File: config.mk
export PLATFORM = sky130hd
export DESIGN_NAME = asg_out
export DESIGN_NICKNAME = d
export VERILOG_FILES = /design/src/logic/asg_pkg.sv /design/src/logic/asg_out.sv
export VERILOG_INCLUDE_DIRS = /design/src /design/src/logic
export SDC_FILE = /design/constraint.sdc
export NUM_CORES = 1
export LEC_CHECK = 0
export ABC_AREA = 1
export BUFFER_PORTS_ARGS = -buffer_cell sky130_fd_sc_hd__buf_2
export CAP_MARGIN = 20
export CELL_PAD_IN_SITES_DETAIL_PLACEMENT = 0
export CELL_PAD_IN_SITES_GLOBAL_PLACEMENT = 1
export CORE_MARGIN = 2
export CORE_UTILIZATION = 36
export CTS_BUF_LIST = sky130_fd_sc_hd__clkbuf_16
export DETAILED_ROUTE_END_ITERATION = 10
export HOLD_SLACK_MARGIN = 0.15
export PLACE_DENSITY_LB_ADDON = 0.15
export SYNTH_ARGS = -nofsm -noshare
export SYNTH_HDL_FRONTEND = slang
export SYNTH_SLANG_ARGS = --single-unit
File: constraint.sdc
create_clock -name sto -period 2.3 [get_ports sto]
set_clock_uncertainty 0.1 [all_clocks]
set_input_delay 0.575 -clock sto [delete_from_list [all_inputs] [get_ports sto]]
set_output_delay 0.575 -clock sto [all_outputs]
set_load 0.01 [all_outputs]
File: src/logic/asg_params.svh
// sizing macros for one generator channel
// the table must span 2**ASG_AW entries of the 0x400 register window
// ASG_REG_AW must leave bits 11:10 free for the table region decode
// phase pointer width is ASG_AW + ASG_FW and must stay at 16 bits or less

`ifndef ASG_PARAMS_SVH
`define ASG_PARAMS_SVH

//////////////////////////////////////////////////
// table and pointer
//////////////////////////////////////////////////

// table address bits, 256 entries
`define ASG_AW 8
// pointer fraction bits
`define ASG_FW 8

//////////////////////////////////////////////////
// data and bus
//////////////////////////////////////////////////

// DAC sample width
`define ASG_DW 14
// AXI4-Lite byte address bits
`define ASG_REG_AW 12

`endif

File: src/logic/asg_pkg.sv
// shared types for the generator channel
// widths follow the macros in asg_params.svh
// phase_t is unsigned fixed point, integer part on top

`default_nettype none

`include "asg_params.svh"

package asg_pkg;

  // one output sample
  typedef logic [`ASG_DW-1:0] sample_t;

  // table index
  typedef logic [`ASG_AW-1:0] tab_addr_t;

  // integer part ASG_AW bits, fraction ASG_FW bits
  typedef logic [`ASG_AW+`ASG_FW-1:0] phase_t;

  // burst period counter and repeat counter
  typedef logic [31:0] cnt_t;
  typedef logic [15:0] rep_t;

  // host byte address
  typedef logic [`ASG_REG_AW-1:0] reg_addr_t;

  // sequencer states
  typedef enum logic [1:0] {IDLE, DATA, HOLD, DONE} seq_state_t;

endpackage

`default_nettype wire

File: src/logic/asg_out.sv
// two-entry skid stage in front of the output stream
// upstream moves a sample in only while stall is low
// stall is high exactly while both entries hold data

`default_nettype none

module asg_out import asg_pkg::*; (
  input  logic    sto,
  input  logic    ctl_rst,
  // from the table read stage
  input  logic    smp_valid,
  input  sample_t smp_data,
  input  logic    smp_last,
  // stream out
  output sample_t out_tdata,
  output logic    out_tvalid,
  output logic    out_tlast,
  input  logic    out_tready,
  output logic    stall
);

  // entry 0 drives the stream, entry 1 is the skid slot
  logic    vld0;
  logic    vld1;
  sample_t dat0;
  sample_t dat1;
  logic    lst0;
  logic    lst1;
  logic    push;
  logic    pop;

  assign stall      = vld0 & vld1;
  assign push       = smp_valid & ~stall;
  assign pop        = vld0 & out_tready;
  assign out_tvalid = vld0;
  assign out_tdata  = dat0;
  assign out_tlast  = vld0 & lst0;

  // occupancy
  always_ff @(posedge sto) begin
    if (ctl_rst) begin
      vld0 <= 1'b0;
      vld1 <= 1'b0;
    end else if (pop) begin
      vld0 <= vld1 | push;
      vld1 <= vld1 & push;
    end else begin
      vld0 <= vld0 | push;
      vld1 <= vld1 | (vld0 & push);
    end
  end

  // payload
  always_ff @(posedge sto) begin
    // head refills from skid slot first
    if (pop && vld1) begin
      dat0 <= dat1;
      lst0 <= lst1;
    end else if (pop || !vld0) begin
      dat0 <= smp_data;
      lst0 <= smp_last;
    end
    // skid slot catches the sample behind the head
    if (push && (pop ? vld1 : vld0)) begin
      dat1 <= smp_data;
      lst1 <= smp_last;
    end
  end

endmodule

`default_nettype wire

==> Flow_metrics.wiki <==
{| class="wikitable"
! Metric !! Value
|-
| Data required time of the worst path || 1.62 ns
|-
| Number of inserted filler cells in the final layout || 339
|-
| Endpoint of the most critical register-to-register path || lst1
|-
| Floorplan core area || 3360 um^2
|-
| Worst setup path category || reg2out
|-
| Worst slew margin || 75.3%
|-
| Initial core utilization || 38.1%
|-
| Post-Syn Nets || 117
|-
| Multi-input gate area || approximately 270 um^2
|-
| Cell taking the most area after synthesis || sky130_fd_sc_hd__edfxtp_1
|-
| Count of synthesis-stage warnings from yosys || 0
|-
| Number of I/O port buffers || 35
|-
| Number of buffers created by CTS || 5
|-
| Capturing element type of the critical path || output port
|-
| H-Tree Level Count || 2
|-
| Via count || 813
|-
| Fraction of final layout cells with drive strength greater than 1 || a little over a third
|-
| Width of the die || 63.6 um
|-
| Global-route congestion overflow total || 0
|-
| Worst-skew pair later-pin latency || ~0.27 ns
|-
| FF+latch count, synth || 32
|-
| Share of flip-flops with an asynchronous set or reset || 0%
|-
| Count of inserted antenna diode cells || 0
|-
| Area Growth Syn to Fin || 28.1%
|-
| Outcome || completed
|-
| Sequential element share of the synthesized area || about three quarters
|-
| Number of nets in the finished design || ~160
|-
| Part of the cycle the worst path needs || between 80% and 90%
|-
| Area used by sequential logic in the layout || roughly 940 um^2
|-
| Setup TNS || 0 ns
|-
| Post-CTS sizing || 0
|-
| Final instance area || 1640 um^2
|-
| Top-area cell type share of the netlist area || between 70% and 80%
|-
| Upper clock frequency limit || 531 MHz
|-
| Worst Reg2Reg Path Length in Cells || 5
|-
| Count of flip-flops with a built-in enable after synthesis || 30
|-
| Cells taking the most area after synthesis || sky130_fd_sc_hd__edfxtp_1 70%, sky130_fd_sc_hd__nand2_1 9.7%, sky130_fd_sc_hd__nand3_1 5.5%, sky130_fd_sc_hd__dfxtp_1 3.1%, sky130_fd_sc_hd__buf_12 1.6%
|-
| First-pass GRT wire length || 3.41 mm
|-
| Worst Path Max Fanout || 16
|-
| Hold Path End || out_tvalid
|-
| Number of pins with negative max-slew slack in the final report || 0
|-
| Post CTS Setup Buffer Count || 0
|-
| Number of core rows || 21
|-
| Count of distinct cell types in the synthesized netlist || 16
|-
| Mean routed wirelength per cell || 11.8 um
|-
| Max-Cap Viols || 0
|-
| Unrepaired setup endpoints after global routing || false
|-
| Min Tclk post-route || 1.88 ns
|-
| Total cell area at the placement stage || 1480 um^2
|-
| Min-Delay Path Class || in2reg
|-
| Iteration-0 DRC Markers || 18
|-
| CTS hold repair buffers || 0
|-
| Sinks on Clock Net || 32
|-
| Hold depth || 2
|-
| Detailed-router iteration count before antenna repair || 4
|-
| Number of global-route vias before repair || 692
|-
| Most common cell in the synthesized netlist || sky130_fd_sc_hd__nand2_1
|-
| Startpoint of the tightest hold check path || ctl_rst
|-
| Detailed-placement wirelength estimate || 1.39 mm
|-
| Clock slew at the register clock pins of the worst setup and hold paths || 0.05 ns
|-
| Leakage || 0.734 nW
|-
| CP startpoint kind || flop
|-
| Tot GR Track Use || 11.8%
|-
| Die Outline Area || 4050 um^2
|-
| Dominant synthesized flop cell || sky130_fd_sc_hd__edfxtp_1
|-
| Startpoint of the worst-slack reg-to-reg timing path || out_tvalid
|-
| Vert. Die Dim || 63.6 um
|-
| Post-synthesis average cell area || 13.1 um^2
|-
| CTS tree || built
|-
| VDD IR-drop max || 0.380 mV
|-
| Root buffer cell || sky130_fd_sc_hd__clkbuf_16
|-
| Pin count of the biggest net entering global routing || 19
|-
| Arrival time worst endpoint || 1.21 ns
|-
| Netlist area before placement || between 1000 and 1500 um^2
|-
| Number of setup violations in the final report || 0
|-
| Antenna violations before repair || 0
|-
| Cell types with the highest counts after synthesis || 33 x sky130_fd_sc_hd__nand2_1, 30 x sky130_fd_sc_hd__edfxtp_1, 14 x sky130_fd_sc_hd__nand3_1, 5 x sky130_fd_sc_hd__nor2_1, 4 x sky130_fd_sc_hd__inv_1
|-
| Endpoints failing hold || 0
|-
| DR DRC count || 0
|-
| Routability cong. || 0.716
|-
| Flop2flop setup slack || approximately 0.8 ns
|-
| Instance count of the mapped netlist || 98
|-
| Power density over the cells || about 900 nW/um^2
|-
| Measured slew at the worst slew-check pin || 0.371 ns
|-
| Vias per cell || 4.39
|-
| Num ports || 36
|-
| Final WL || 2.18 mm
|-
| Maximum clock insertion buffer count || 2
|-
| Remaining antenna violation count after routing || 0
|}
cells in the final DEF (no fill, tap or decap), types with 2 or more instances in the layout:
cell type and count:
sky130_fd_sc_hd__clkbuf_16 5, sky130_fd_sc_hd__nand2_1 33, sky130_fd_sc_hd__edfxtp_1 30, sky130_fd_sc_hd__nand3_1 14
sky130_fd_sc_hd__dfxtp_1 2, sky130_fd_sc_hd__buf_4 2, sky130_fd_sc_hd__buf_2 35, sky130_fd_sc_hd__nor2_1 5
sky130_fd_sc_hd__inv_1 5
worst max-delay path, stage by stage, from the launching register on:
cell and delay [ns]:
sky130_fd_sc_hd__dfxtp_1 0.50, sky130_fd_sc_hd__nand2_4 0.10, sky130_fd_sc_hd__inv_4 0.16, sky130_fd_sc_hd__buf_2 0.16
how the worst max path moves through the flow:
stage / startpoint / endpoint / slack [ns] / depth (start not counted)
after floorplan: out_tready / dat1[0] / 0.008 / 4
after global placement: out_tready / dat1[11] / 0.52 / 5
after detailed placement: out_tready / dat1[11] / 0.50 / 5
after CTS: out_tvalid / stall / 0.40 / 3
after global routing: out_tvalid / stall / 0.35 / 3
final: out_tvalid / stall / 0.42 / 3
metrics by stage:
| stage | instances | util [%] | power (mW) | setup slack [ns] | hold WS [ns] |
|---|---|---|---|---|---|
| 2_1_floorplan | 98 | - | 0.743 | 0.00786 | 0.415 |
| 3_3_place_gp | 177 | 43.9 | 0.785 | 0.518 | 0.423 |
| 3_5_place_dp | 177 | 43.9 | 0.785 | 0.501 | 0.427 |
| 4_1_cts | 185 | 48.7 | 1.52 | 0.404 | 0.370 |
| 5_1_grt | 185 | 48.7 | 1.56 | 0.348 | 0.375 |
| 6_report | 185 | 48.7 | 1.50 | 0.418 | 0.376 |
cell type report:
class / instances / share of cell area [%]
Inverter: 5 / 1.30
Clock inverter: 3 / 2.37
Timing Repair Buffer: 37 / 11.6
Clock buffer: 5 / 7.63
Sequential cell: 32 / 57.4
Multi-Input combinational cell: 57 / 16.2
Tap cell: 46 / 3.51
report_power, final:
group          internal [mW]  switching (mW)
logic                 0.0379          0.0528
clock network          0.504           0.226
registers              0.671          0.0107
total                   1.21           0.289
metal layers:
layer  routed length (um)  vias to the layer above  global-route usage [%]
li1                     -                      415                       -
met1                  923                      369                    14.2
met2                 1070                       24                    17.5
met3                  149                        5                    5.71
met4                   40                        0                    5.71
met5                    0                        -                       0
logic make-up after synthesis:
| logic type | after synthesis | synth area share (%) |
|---|---|---|
| simple gates | 55 | 19.6 |
| flops | 32 | 73.5 |
| buf+inv | 9 | 5.77 |
| compound gates | 2 | 1.08 |
registers in the layout, indices dropped and copies added, names as in the netlist:
| register | count |
|---|---|
| dat1 | 14 |
| out_tdata | 14 |
| lst0 | 1 |
| lst1 | 1 |
| out_tvalid | 1 |
| vld1 | 1 |
Power figures use the tool's default switching activity.
