### config.mk
export PLATFORM = sky130hd
export DESIGN_NAME = asg_seq
export DESIGN_NICKNAME = d
export VERILOG_FILES = /design/src/logic/asg_pkg.sv /design/src/logic/asg_seq.sv
export VERILOG_INCLUDE_DIRS = /design/src /design/src/logic
export SDC_FILE = /design/constraint.sdc
export NUM_CORES = 1
export LEC_CHECK = 0
export BUFFER_PORTS_ARGS = -buffer_cell sky130_fd_sc_hd__buf_2
export CORE_AREA = 2 2 125 127
export CTS_CLUSTER_SIZE = 28
export DETAILED_ROUTE_END_ITERATION = 7
export DIE_AREA = 0 0 127 129
export PLACE_DENSITY = 0.68
export SYNTH_ARGS = -nofsm -noshare
export SYNTH_HDL_FRONTEND = slang
export SYNTH_SLANG_ARGS = --single-unit
### constraint.sdc
create_clock -name sto -period 3.9 [get_ports sto]
set_input_delay 0.39 -clock sto [delete_from_list [all_inputs] [get_ports sto]]
set_output_delay 0.39 -clock sto [all_outputs]
set_load 0.02 [all_outputs]
### src/logic/asg_params.svh
// sizing macros for one generator channel
// the table must span 2**ASG_AW entries of the 0x400 register window
// ASG_REG_AW must leave bits 11:10 free for the table region decode
// phase pointer width is ASG_AW + ASG_FW and must stay at 16 bits or less

`ifndef ASG_PARAMS_SVH
`define ASG_PARAMS_SVH

//////////////////////////////////////////////////
// table and pointer
//////////////////////////////////////////////////

// table address bits, 256 entries
`define ASG_AW 8
// pointer fraction bits
`define ASG_FW 8

//////////////////////////////////////////////////
// data and bus
//////////////////////////////////////////////////

// DAC sample width
`define ASG_DW 14
// AXI4-Lite byte address bits
`define ASG_REG_AW 12

`endif

### src/logic/asg_pkg.sv
// shared types for the generator channel
// widths follow the macros in asg_params.svh
// phase_t is unsigned fixed point, integer part on top

`default_nettype none

`include "asg_params.svh"

package asg_pkg;

  // one output sample
  typedef logic [`ASG_DW-1:0] sample_t;

  // table index
  typedef logic [`ASG_AW-1:0] tab_addr_t;

  // integer part ASG_AW bits, fraction ASG_FW bits
  typedef logic [`ASG_AW+`ASG_FW-1:0] phase_t;

  // burst period counter and repeat counter
  typedef logic [31:0] cnt_t;
  typedef logic [15:0] rep_t;

  // host byte address
  typedef logic [`ASG_REG_AW-1:0] reg_addr_t;

  // sequencer states
  typedef enum logic [1:0] {IDLE, DATA, HOLD, DONE} seq_state_t;

endpackage

`default_nettype wire

### src/logic/asg_seq.sv
// playback sequencer, issues one table read or hold per unstalled cycle
// triggers are level qualified and ignored unless the channel is idle
// a finite burst parks in DONE, still running, until run enable is cleared
// each burst period restarts the pointer from the offset
// periodic mode never flags the last sample

`default_nettype none

`include "asg_params.svh"

module asg_seq import asg_pkg::*; (
  input  logic      sto,
  input  logic      ctl_rst,
  input  logic      trg,
  // settings
  input  logic      run_en,
  input  logic      sw_trg,
  input  logic      burst_en,
  input  logic      infinite,
  input  logic      ext_trg_en,
  input  phase_t    cfg_siz,
  input  phase_t    cfg_stp,
  input  phase_t    cfg_off,
  input  cnt_t      cfg_bdl,
  input  cnt_t      cfg_bln,
  input  rep_t      cfg_bnm,
  // back-pressure from the output stage
  input  logic      stall,
  // table read issue
  output logic      rd_en,
  output logic      rd_hold,
  output tab_addr_t rd_addr,
  output logic      rd_last,
  output logic      running
);

  // two spare bits for carry and sign
  localparam int PW = `ASG_AW + `ASG_FW;

  seq_state_t    state;
  phase_t        ptr;
  logic [PW+1:0] ptr_sum;
  logic [PW+1:0] ptr_sub;
  phase_t        ptr_nxt;
  cnt_t          cnt_bln;
  rep_t          cnt_bnm;
  logic          trg_q;
  logic          issue;
  logic          end_bdl;
  logic          end_bln;
  logic          end_bnm;

  //////////////////////////////////////////////////
  // trigger and issue
  //////////////////////////////////////////////////

  assign trg_q = sw_trg | (ext_trg_en & trg);

  // one sample per cycle unless stalled
  assign issue   = run_en & ~stall & ((state == DATA) | (state == HOLD));
  assign rd_en   = issue & (state == DATA);
  assign rd_hold = issue & (state == HOLD);
  assign rd_addr = ptr[`ASG_FW +: `ASG_AW];
  assign running = state != IDLE;

  // counter end flags
  assign end_bdl = cnt_bln == cfg_bdl;
  assign end_bln = cnt_bln == cfg_bln;
  assign end_bnm = cnt_bnm == cfg_bnm;

  // final sample of a finite burst
  assign rd_last = issue & burst_en & ~infinite & end_bln & end_bnm;

  //////////////////////////////////////////////////
  // pointer with modulo wrap
  //////////////////////////////////////////////////

  // step and size are stored minus one
  assign ptr_sum = {2'b00, ptr} + {2'b00, cfg_stp} + (PW+2)'(1);
  assign ptr_sub = ptr_sum - ({2'b00, cfg_siz} + (PW+2)'(1));
  // take the wrapped value unless it went negative
  assign ptr_nxt = ptr_sub[PW+1] ? ptr_sum[PW-1:0] : ptr_sub[PW-1:0];

  //////////////////////////////////////////////////
  // state machine
  //////////////////////////////////////////////////

  always_ff @(posedge sto) begin
    if (ctl_rst) begin
      state   <= IDLE;
      ptr     <= '0;
      cnt_bln <= '0;
      cnt_bnm <= '0;
    end else if (!run_en) begin
      // disable stops playback from any state
      state <= IDLE;
    end else begin
      case (state)
        IDLE: begin
          if (trg_q) begin
            state   <= DATA;
            ptr     <= cfg_off;
            cnt_bln <= '0;
            cnt_bnm <= '0;
          end
        end
        DATA, HOLD: begin
          if (!stall) begin
            // pointer only moves on real reads
            if (state == DATA) ptr <= ptr_nxt;
            if (burst_en) begin
              if (end_bln) begin
                // period done, rewind
                cnt_bln <= '0;
                ptr     <= cfg_off;
                if (end_bnm && !infinite) begin
                  state <= DONE;
                end else begin
                  state <= DATA;
                  if (!infinite) cnt_bnm <= cnt_bnm + 1'b1;
                end
              end else begin
                cnt_bln <= cnt_bln + 1'b1;
                // data part over, repeat last value
                if (state == DATA && end_bdl) state <= HOLD;
              end
            end
          end
        end
        // DONE waits for run enable to drop
        default: ;
      endcase
    end
  end

endmodule

`default_nettype wire

==> results_dict.tcl <==
set metrics [dict create \
    coreArea_sq_um 15000 \
    grt_pass1_wl_um 30000 \
    cts_htree_levels 3 \
    num_rows 45 \
    via_count 6217 \
    syn_to_final_growth_pct 28.7 \
    rsz0062_at_grt "yes" \
    dieArea_sq_um 16400 \
    cp_data_required_time_ns 4.12 \
    hold_path_class "input port to flop" \
    cts.sinks 66 \
    path_clk_slew_ns 0.06 \
    cts-root-buf "clkbuf_16" \
    antenna_cells 0 \
    setup_violations 15 \
    synth.largest_area_cell "dfxtp_1" \
    crit_path_start_kind "flop" \
    cts_tree "done" \
    die_width_um 127 \
    hold_slack_ns 0.320 \
    cts_hold_buf 0 \
    postLayoutSetupSlackWorst_ns -0.168 \
    mappedNetlistNets 946 \
    fin_crit_sh_pct 104 \
    yosys-top-cells-area "dfxtp_1 (22%), xor2_1 (13%), ha_1 (7.8%), xnor2_1 (6.8%), nor2_1 (5.9%)" \
    postRouteAntennaNets 0 \
    clkLatencyLatePin_ns 0.34 \
    violations "setup timing" \
    drive_gt1_share_pct 29.3 \
    slew_violations 0 \
    via_per_inst 5.40 \
    critical_path_class "flop to flop" \
    fin_worst_skew_ns 0.00934 \
    grt_usage_pct 22.9 \
    yosysUniqueCellTypes 60 \
    min_period_ns 4.07 \
    first_global_vias 6048 \
    synth-warning-count 0 \
    totalWireLength_um 18300 \
    p_per_area_nw_per_um2 470 \
    peakVddDrop_mv 0.252 \
    status "finished, violations left" \
    io-pin-count 149 \
    power.total_w 0.00359 \
    grt_max_degree 32 \
    synth_edf_count 0 \
    initial_core_util_pct 39.7 \
    fillers 1452 \
    wl_met3_um 1370 \
    die_y_um 129 \
    endpoint_kind "flop" \
    ys_ff_latch 66 \
    max_slew.worst_pin.slew_ns 0.804 \
    slew_headroom_pct 46.4 \
    synthFlopType "dfxtp_1" \
    wl_met1_um 8040 \
    globalplace.congestion 0.926 \
    gr-total-overflow 0 \
    port_buffers 148 \
    synth.avg_cell_area_sq_um 7.71 \
    synth-seq-area-share_pct 22.2 \
    synth_top_area_share_pct 22.2 \
    synthArstFlopShare_pct 0 \
    antenna_found_initial 0 \
    final.setup.tns_ns -1.50 \
    power_leakage_nw 3.56 \
    crit_path_max_fanout 4 \
    critical_path_arrival_ns 4.29 \
    hold_violations 0 \
    dr_wl_met2_um 8380 \
    highest_layer "met4" \
    fin_nets 1134 \
    cap_violations 0 \
    drcViolationCount 0 \
    syn-cell-area_sq_um 5940 \
    cts_buffers 9 \
    drt_iter0_drc 367 \
    drtPass1Iterations 4 \
    syn_inst 770 \
    clockBufferDepth 2 \
    post_drt_wl_per_cell_um 15.9 \
    fmax_mhz 246 \
    hpwl_um 14500 \
]
## registers in the layout, indices dropped and copies added, names as in the netlist
signal   cells
state        2
cnt_bln     32
ptr         16
cnt_bnm     16
## metal layers
metal | global-route usage, % | vias to the layer above
li1 | - | 3066
met1 | 29.1 | 2866
met2 | 38.4 | 243
met3 | 4.74 | 42
met4 | 8.47 | 0
met5 | 0 | -
## stage by stage
| stage | util, % | cell area, sq um | cells | setup slack (ns) |
|---|---|---|---|---|
| global placement | 47.7 | 7140 | 1125 | -0.240 |
| global route | 51.0 | 7640 | 1151 | -0.396 |
| CTS | 50.1 | 7500 | 1145 | -0.0750 |
| detailed placement | 47.7 | 7140 | 1125 | -0.366 |
| finish | 51.0 | 7640 | 1151 | -0.168 |
| floorplan | - | 5950 | 770 | 0.00813 |
## what timing repair did
action | 4_1_cts | 5_1_grt
setup endpoints to repair | 16 | 16
buffers inserted | 4 | 6
resized for setup | 18 | 24
endpoints found under the hold margin | 0 | 0
pin swaps | 12 | 40
## synthesized netlist by cell type, drive strengths merged (4+ instances only)
library cell	count
nor2	94
xor2	91
dfxtp	66
nand2	50
inv	49
xnor2	46
a21oi	39
o21ai	38
ha	37
nor4	26
buf	25
nand3	23
clkbuf	18
nor3	16
nand4	15
and3	13
mux2i	9
a21o	8
o211ai	8
o21a	8
or3	8
a211oi	7
o221a	7
and2	6
a21boi	5
and4	4
nor2b	4
o31a	4
## cell families after synthesis
kind of cell / count (synthesis) / synth area share, %
XOR/XNOR: 137 / 20.2
AO/OA/AOI/OAI: 156 / 17.5
multiplexers: 10 / 1.71
buffers and inverters: 92 / 7.23
AND/OR/NAND/NOR: 270 / 22.6
adder cells (fa/ha/maj): 39 / 8.47
flip-flops: 66 / 22.2
## final cells by class
| type | count | area [sq um] | share of cell area (%) |
|---|---|---|---|
| multi-input combinational | 612 | 4330 | 56.7 |
| sequential | 66 | 1320 | 17.3 |
| timing repair buffer | 220 | 1300 | 17.1 |
| tap | 188 | 235 | 3.08 |
| clock buffer | 11 | 233 | 3.04 |
| inverter | 49 | 184 | 2.41 |
| clock inverter | 5 | 31.3 | 0.409 |
## path summary, 6_finish.rpt
path / from / to / slack [ns] / cells past startpoint
worst min register to register: state[0] / state[0] / 0.49 / 2
worst min-delay path: cfg_off[10] / ptr[10] / 0.32 / 3
worst max-delay path: ptr[0] / ptr[9] / -0.17 / 18
worst max register to register: ptr[0] / ptr[9] / -0.17 / 18
## where the power goes
group	internal [W]	switching, W	leakage [nW]	total, W
clock	0.000429	0.000323	0.129	0.000752
sequential	0.000720	0.0000445	0.535	0.000764
combinational	0.000990	0.00109	2.89	0.00208
## critical path, cell delays in order (launching register included)
cell and delay, ns:
dfxtp_2 0.35, inv_2 0.05, ha_4 0.16, fa_2 0.39, nor2b_2 0.13, o31a_1 0.21, o21a_1 0.17, nor2_2 0.05
xnor2_2 0.13, ha_1 0.29, and2_4 0.14, or4_4 0.49, o211ai_1 0.31, a21oi_2 0.13, nor2_4 0.16, buf_6 0.13
mux2_4 0.29, a222oi_1 0.30, nor2_1 0.08
## cells in the final DEF (no fill, tap or decap), types with 23 or more instances in the layout
cell type  synthesis  final
xor2_1            91     91
nand2_1           50     49
xnor2_1           46     45
buf_4              9     67
inv_1             49     48
ha_1              37     35
dfxtp_1           66     64
nor2_1            93     90
a21oi_1           39     34
nand3_1           23     23
buf_2             10    148
o21ai_0           38     37
nor4_1            23     23
Power figures use the tool's default switching activity.
