[src/logic/asg_params.svh]
// sizing macros for one generator channel
// the table must span 2**ASG_AW entries of the 0x400 register window
// ASG_REG_AW must leave bits 11:10 free for the table region decode
// phase pointer width is ASG_AW + ASG_FW and must stay at 16 bits or less

`ifndef ASG_PARAMS_SVH
`define ASG_PARAMS_SVH

//////////////////////////////////////////////////
// table and pointer
//////////////////////////////////////////////////

// table address bits, 256 entries
`define ASG_AW 8
// pointer fraction bits
`define ASG_FW 8

//////////////////////////////////////////////////
// data and bus
//////////////////////////////////////////////////

// DAC sample width
`define ASG_DW 14
// AXI4-Lite byte address bits
`define ASG_REG_AW 12

`endif

[src/logic/asg_pkg.sv]
// shared types for the generator channel
// widths follow the macros in asg_params.svh
// phase_t is unsigned fixed point, integer part on top

`default_nettype none

`include "asg_params.svh"

package asg_pkg;

  // one output sample
  typedef logic [`ASG_DW-1:0] sample_t;

  // table index
  typedef logic [`ASG_AW-1:0] tab_addr_t;

  // integer part ASG_AW bits, fraction ASG_FW bits
  typedef logic [`ASG_AW+`ASG_FW-1:0] phase_t;

  // burst period counter and repeat counter
  typedef logic [31:0] cnt_t;
  typedef logic [15:0] rep_t;

  // host byte address
  typedef logic [`ASG_REG_AW-1:0] reg_addr_t;

  // sequencer states
  typedef enum logic [1:0] {IDLE, DATA, HOLD, DONE} seq_state_t;

endpackage

`default_nettype wire

[src/logic/asg_regs.sv]
// AXI4-Lite slave for channel settings and table access
// one write and one read outstanding at a time, bresp/rresp always OKAY
// low two address bits are ignored, accesses are treated as word wide
// table reads take one cycle more than register reads
// a table read is held off while a table write is accepted in the same cycle

`default_nettype none

`include "asg_params.svh"

module asg_regs import asg_pkg::*; (
  input  logic      sto,
  input  logic      ctl_rst,
  // AXI4-Lite
  input  reg_addr_t axil_awaddr,
  input  logic      axil_awvalid,
  output logic      axil_awready,
  input  logic [31:0] axil_wdata,
  input  logic [3:0]  axil_wstrb,
  input  logic      axil_wvalid,
  output logic      axil_wready,
  output logic [1:0]  axil_bresp,
  output logic      axil_bvalid,
  input  logic      axil_bready,
  input  reg_addr_t axil_araddr,
  input  logic      axil_arvalid,
  output logic      axil_arready,
  output logic [31:0] axil_rdata,
  output logic [1:0]  axil_rresp,
  output logic      axil_rvalid,
  input  logic      axil_rready,
  // settings
  input  logic      running,
  output logic      run_en,
  output logic      sw_trg,
  output logic      burst_en,
  output logic      infinite,
  output logic      ext_trg_en,
  output phase_t    cfg_siz,
  output phase_t    cfg_stp,
  output phase_t    cfg_off,
  output cnt_t      cfg_bdl,
  output cnt_t      cfg_bln,
  output rep_t      cfg_bnm,
  // table host port
  output logic      tab_we,
  output logic      tab_ren,
  output tab_addr_t tab_addr,
  output sample_t   tab_wdata,
  input  sample_t   tab_rdata
);

  localparam reg_addr_t ADDR_CTRL   = 'h000;
  localparam reg_addr_t ADDR_SIZ    = 'h004;
  localparam reg_addr_t ADDR_STP    = 'h008;
  localparam reg_addr_t ADDR_OFF    = 'h00C;
  localparam reg_addr_t ADDR_BDL    = 'h010;
  localparam reg_addr_t ADDR_BLN    = 'h014;
  localparam reg_addr_t ADDR_BNM    = 'h018;
  localparam reg_addr_t ADDR_STATUS = 'h01C;
  localparam reg_addr_t TAB_BASE    = 'h400;

  reg_addr_t   aw_word;
  reg_addr_t   ar_word;
  logic        aw_tab;
  logic        ar_tab;
  logic        wr_acc;
  logic        rd_acc;
  logic        tab_pend;
  logic [31:0] reg_rdata;

  // merge write data into a register under the byte strobes
  function automatic logic [31:0] strb_merge(input logic [31:0] cur,
                                             input logic [31:0] dat,
                                             input logic [3:0]  strb);
    logic [31:0] res;
    res = cur;
    for (int i = 0; i < 4; i++) begin
      if (strb[i]) res[8*i +: 8] = dat[8*i +: 8];
    end
    return res;
  endfunction

  //////////////////////////////////////////////////
  // address decode and handshakes
  //////////////////////////////////////////////////

  assign aw_word = {axil_awaddr[`ASG_REG_AW-1:2], 2'b00};
  assign ar_word = {axil_araddr[`ASG_REG_AW-1:2], 2'b00};
  assign aw_tab  = aw_word[`ASG_REG_AW-1:10] == TAB_BASE[`ASG_REG_AW-1:10];
  assign ar_tab  = ar_word[`ASG_REG_AW-1:10] == TAB_BASE[`ASG_REG_AW-1:10];

  // write needs both channels and a free response slot
  assign wr_acc       = axil_awvalid & axil_wvalid & ~axil_bvalid;
  assign axil_awready = wr_acc;
  assign axil_wready  = wr_acc;
  assign axil_bresp   = 2'b00;

  // read blocked while data pending or table port taken by a write
  assign rd_acc       = axil_arvalid & ~axil_rvalid & ~tab_pend & ~(ar_tab & tab_we);
  assign axil_arready = rd_acc;
  assign axil_rresp   = 2'b00;

  // table host port, write has priority on the shared address
  assign tab_we    = wr_acc & aw_tab;
  assign tab_ren   = rd_acc & ar_tab;
  assign tab_addr  = tab_we ? aw_word[2 +: $bits(tab_addr_t)] : ar_word[2 +: $bits(tab_addr_t)];
  assign tab_wdata = axil_wdata[$bits(sample_t)-1:0];

  //////////////////////////////////////////////////
  // settings registers
  //////////////////////////////////////////////////

  always_ff @(posedge sto) begin
    if (ctl_rst) begin
      run_en     <= 1'b0;
      sw_trg     <= 1'b0;
      burst_en   <= 1'b0;
      infinite   <= 1'b0;
      ext_trg_en <= 1'b0;
      cfg_siz    <= '0;
      cfg_stp    <= '0;
      cfg_off    <= '0;
      cfg_bdl    <= '0;
      cfg_bln    <= '0;
      cfg_bnm    <= '0;
    end else begin
      // software trigger is a one cycle pulse
      sw_trg <= 1'b0;
      if (wr_acc) begin
        case (aw_word)
          ADDR_CTRL: begin
            if (axil_wstrb[0]) begin
              run_en     <= axil_wdata[0];
              sw_trg     <= axil_wdata[1];
              burst_en   <= axil_wdata[2];
              infinite   <= axil_wdata[3];
              ext_trg_en <= axil_wdata[4];
            end
          end
          ADDR_SIZ: cfg_siz <= phase_t'(strb_merge(32'(cfg_siz), axil_wdata, axil_wstrb));
          ADDR_STP: cfg_stp <= phase_t'(strb_merge(32'(cfg_stp), axil_wdata, axil_wstrb));
          ADDR_OFF: cfg_off <= phase_t'(strb_merge(32'(cfg_off), axil_wdata, axil_wstrb));
          ADDR_BDL: cfg_bdl <= strb_merge(cfg_bdl, axil_wdata, axil_wstrb);
          ADDR_BLN: cfg_bln <= strb_merge(cfg_bln, axil_wdata, axil_wstrb);
          ADDR_BNM: cfg_bnm <= rep_t'(strb_merge(32'(cfg_bnm), axil_wdata, axil_wstrb));
          // status, table and holes
          default: ;
        endcase
      end
    end
  end

  //////////////////////////////////////////////////
  // read path
  //////////////////////////////////////////////////

  always_comb begin
    case (ar_word)
      ADDR_CTRL:   reg_rdata = {27'd0, ext_trg_en, infinite, burst_en, 1'b0, run_en};
      ADDR_SIZ:    reg_rdata = 32'(cfg_siz);
      ADDR_STP:    reg_rdata = 32'(cfg_stp);
      ADDR_OFF:    reg_rdata = 32'(cfg_off);
      ADDR_BDL:    reg_rdata = cfg_bdl;
      ADDR_BLN:    reg_rdata = cfg_bln;
      ADDR_BNM:    reg_rdata = 32'(cfg_bnm);
      ADDR_STATUS: reg_rdata = {31'd0, running};
      default:     reg_rdata = '0;
    endcase
  end

  // response flags
  always_ff @(posedge sto) begin
    if (ctl_rst) begin
      axil_bvalid <= 1'b0;
      axil_rvalid <= 1'b0;
      tab_pend    <= 1'b0;
    end else begin
      if (wr_acc) axil_bvalid <= 1'b1;
      else if (axil_bready) axil_bvalid <= 1'b0;
      // table data lands one cycle after the RAM read
      tab_pend <= tab_ren;
      if ((rd_acc & ~ar_tab) | tab_pend) axil_rvalid <= 1'b1;
      else if (axil_rready) axil_rvalid <= 1'b0;
    end
  end

  // read data, zero extended table sample
  always_ff @(posedge sto) begin
    if (rd_acc & ~ar_tab) axil_rdata <= reg_rdata;
    else if (tab_pend) axil_rdata <= 32'(tab_rdata);
  end

endmodule

`default_nettype wire

[config.mk]
export PLATFORM = sky130hd
export DESIGN_NAME = asg_regs
export DESIGN_NICKNAME = d
export VERILOG_FILES = /design/src/logic/asg_pkg.sv /design/src/logic/asg_regs.sv
export VERILOG_INCLUDE_DIRS = /design/src /design/src/logic
export SDC_FILE = /design/constraint.sdc
export NUM_CORES = 1
export LEC_CHECK = 0
export ABC_AREA = 1
export ABC_CLOCK_PERIOD_IN_PS = 4200
export BUFFER_PORTS_ARGS = -buffer_cell sky130_fd_sc_hd__buf_4
export CAP_MARGIN = 20
export CORE_ASPECT_RATIO = 0.9
export CORE_MARGIN = 2
export CORE_UTILIZATION = 30
export DETAILED_ROUTE_END_ITERATION = 8
export HOLD_SLACK_MARGIN = 0.1
export PLACE_DENSITY_LB_ADDON = 0.15
export RECOVER_POWER = 50
export SLEW_MARGIN = 20
export SYNTH_ARGS = -nofsm -noshare
export SYNTH_HDL_FRONTEND = slang
export SYNTH_SLANG_ARGS = --single-unit
[constraint.sdc]
create_clock -name sto -period 4.2 [get_ports sto]
set_input_delay 0.63 -clock sto [delete_from_list [all_inputs] [get_ports sto]]
set_output_delay 0.63 -clock sto [all_outputs]
set_load 0.05 [all_outputs]
==> out/results.txt <==
FF+latch count, synth = 168
Internal power = 2.76 mW
Simple-gate share of the synthesized area = 30.8%
IO Pins = 280
Finished Layout Cells = 1,674
Worst stage delay on the critical path = 0.52 ns
Main combinational cell family by area after synthesis = simple AND/OR/NAND/NOR gates
Power Dens Cells = 379 nW/µm²
Setup-failing EPs final = 0
DRC = 0
Final critical-path share of the clock period = 73.1%
Maximum vdd drop = 0.223 mV
Die Y-Extent = 158 µm
Layout cells sized above 1 = 14.3%
CTS tree = built
Sw Ratio = 27.5%
Sequential fraction of the synthesis area = 46.4%
Slowest cell on the critical path = nor2_1
Pre-antenna DRT Iters = 6
Final-report max-slew violation count = 45
Post-cts resize count = 0
DRT antenna net count = 0
DR vias/cell = 4.72
Final Hold Fails = 0
Critical Path, Cell by Cell = nor2_1 -> nand2_1 -> o21ai_0 -> buf_4
Placed Cells = 1,641
Total track usage = 21.5%
Ranking of synthesized cells by area = dfxtp_1 (34%), edfxtp_1 (12%), nor2_1 (10%)
Clk_lat worst skew = 0.44 ns
Via count = 7,906
Starting Density = 30.5%
Die area = 27,800 µm²
Post-synth top area share = 34.3%
Num CTS Buffers = 17
Die Width = 175 µm
R2R depth = 6
Part of the power in the clock network = 45.3%
Max Clk Rate = 0.326 GHz
Failing checks = max-capacitance violations, max-slew violations
Initial antenna violation count = 1
Sw power = 1.04 mW
Overflow after GRT = 0
Maximum clock path buffer count = 2
WP buf/inv = 1
Worst path depth = 4
Core Rows = 56
Post-CTS setup repair buffer count = 0
Top_reg_cell synth = dfxtp_1
Post-synth EDFFs = 32
Largest net degree at the start of global routing = 81
FF-to-FF Start = axil_bvalid$_SDFFE_PP0P_
CP endpoint kind = output port
Unique cell type count in the Yosys netlist = 29
WS Path Type = register to output port
Rel. slew slack = -24.1%
End of the worst register-to-register path = cfg_bdl[6]$_SDFFE_PP0P_
Final Skew = 0.0136 ns
Max-Cap Viols = 1
CP delay by family, top = simple AND/OR/NAND/NOR gates
Crit-path max FO = 16
Largest area contributor in the netlist = dfxtp_1
Initial DRC count = 462
Critical Path AT = 2.44 ns
Synthesized instance count = 1,073
Final hold slack = 0.452 ns
RD Place Congestion = 0.810
Post-route minimum period = 3.07 ns
Filler cells = 2,897
Count leader, synth = nor2_1
Post-synthesis mux area share = 0%
Most frequent cells after synthesis = nor2_1 (220), nand2_1 (186), dfxtp_1 (136), o21ai_0 (118)
First-pass GRT wire length = 44,200 µm
Post-synth ARST share = 0%
DR WL/cell = 18.2 µm
Setup_tns = 0 ns
Comb pwr share = 10.8%
Worst hold stages = 3
Clk slew on worst S/H paths = 0.07 ns
Core footprint = 26,000 µm²
Post-Synthesis Cell Area = 7930 µm²
Hold Startpoint = axil_wdata[20]
Status = finished, violations left
Mean Syn Cell Area = 7.39 µm²
H-tree depth = 4
Cts hold-fix bufs = 0
Worst Hold End = cfg_bdl[20]$_SDFFE_PP0P_
Part of the power in registers = 44.0%
Synth Area in Adders = 0%
Number of buffers added on ports = 271
Leakage Power = 3.84 nW
Synth Area in XOR/XNOR = 0%
Worst min path class = input pin to register
Startpoint types = register
Area fraction in compound gates after synthesis = 13.7%
Clk root buf = clkbuf_16
RSZ-0062 raised after global routing = no
Finished Core Util = 38.7%
Required time worst endpoint = 3.57 ns
HPWL after DPL = 22,200 µm
Synthesis-to-layout area growth = 26.7%
Worst R2R Setup Slack = 1.73 ns
Ys Warns = 0
Nets = 1,394
Drt total wl = 30,500 µm
Clock Sink Count = 168
Vias in the first global route = 7,250
Worst Max-Slew Pin Slew = 1.86 ns
## worst max-delay path by stage
stage | startpoint | endpoint | slack, ns
after detailed placement | axil_awvalid | tab_addr[1] | 1.56
after global routing | axil_araddr[5] | axil_rdata[3]$_DFFE_PP_ | 0.87
after global placement | axil_awvalid | tab_addr[1] | 1.53
after floorplan | axil_awvalid | tab_addr[0] | 0.98
final | axil_bvalid$_SDFFE_PP0P_ | tab_addr[1] | 1.13
after CTS | axil_bvalid$_SDFFE_PP0P_ | tab_addr[1] | 1.46
## cells in the final DEF, fill, tap and decap left out, drive strengths merged, types with 8 or more instances in the layout
cell type and n:
a21oi 72, buf 94, clkbuf 200, dfxtp 136
edfxtp 32, inv 101, nand2 191, nand3 91
nor2 250, nor3 8, o21ai 136
## state kept, by name, indices dropped and copies added, names as in the netlist
| register | flops |
|---|---|
| cfg_off | 16 |
| burst_en | 1 |
| cfg_siz | 16 |
| cfg_bnm | 16 |
| cfg_bdl | 32 |
| sw_trg | 1 |
| axil_rdata | 32 |
| cfg_bln | 32 |
| axil_rvalid | 1 |
| tab_pend | 1 |
| infinite | 1 |
| axil_bvalid | 1 |
| ext_trg_en | 1 |
| cfg_stp | 16 |
| run_en | 1 |
## worst reg2reg max path, cell delays in order (launching register included)
cell and delay [ns]:
dfxtp_1 0.34, nor2_1 0.52, nand2_1 0.34, nor2_1 0.52
nand2_1 0.39, nor2_1 0.19, nor2_1 0.06
## layer usage
metal  vias up  GRT usage [%]  part of all wire [%]
li1       3944              -                     -
met1      3687           27.6                    44
met2       252           36.2                    48
met3        23           5.09                   7.0
met4         0           5.79                   1.4
met5         -              0                     0
## power groups by stage
stage	sequential, mW	combinational (mW)	clock (mW)
after floorplan	1.79	0.191	0
after global placement	1.71	0.437	0
after detailed placement	1.71	0.438	0
after CTS	1.67	0.439	1.75
after global routing	1.67	0.438	1.82
final	1.67	0.409	1.72
## layout make-up
class	count	area, µm²	share of cell area, %
flip-flops and latches	168	3680	36.6
inverters	95	359	3.57
well taps	348	435	4.33
multi-input cells	755	3530	35.1
clock inverters	13	180	1.79
repair buffers	275	1410	14.0
clock buffers	19	454	4.52
diodes	1	2.50	0.0249
## cells by family after synthesis
family | after synthesis
and+or+nand+nor | 543
buffers and inverters | 153
other | 1
DFF | 168
AOI/OAI and AO/OA | 208
## stage by stage
step	area, µm²	setup WS, ns	total power, mW
6_report	10100	1.13	3.81
3_3_place_gp	10100	1.53	2.15
2_1_floorplan	7940	0.977	1.98
3_5_place_dp	10100	1.56	2.15
5_1_grt	10000	0.868	3.93
4_1_cts	10800	1.46	3.86
(Power assumes the default switching activity.)
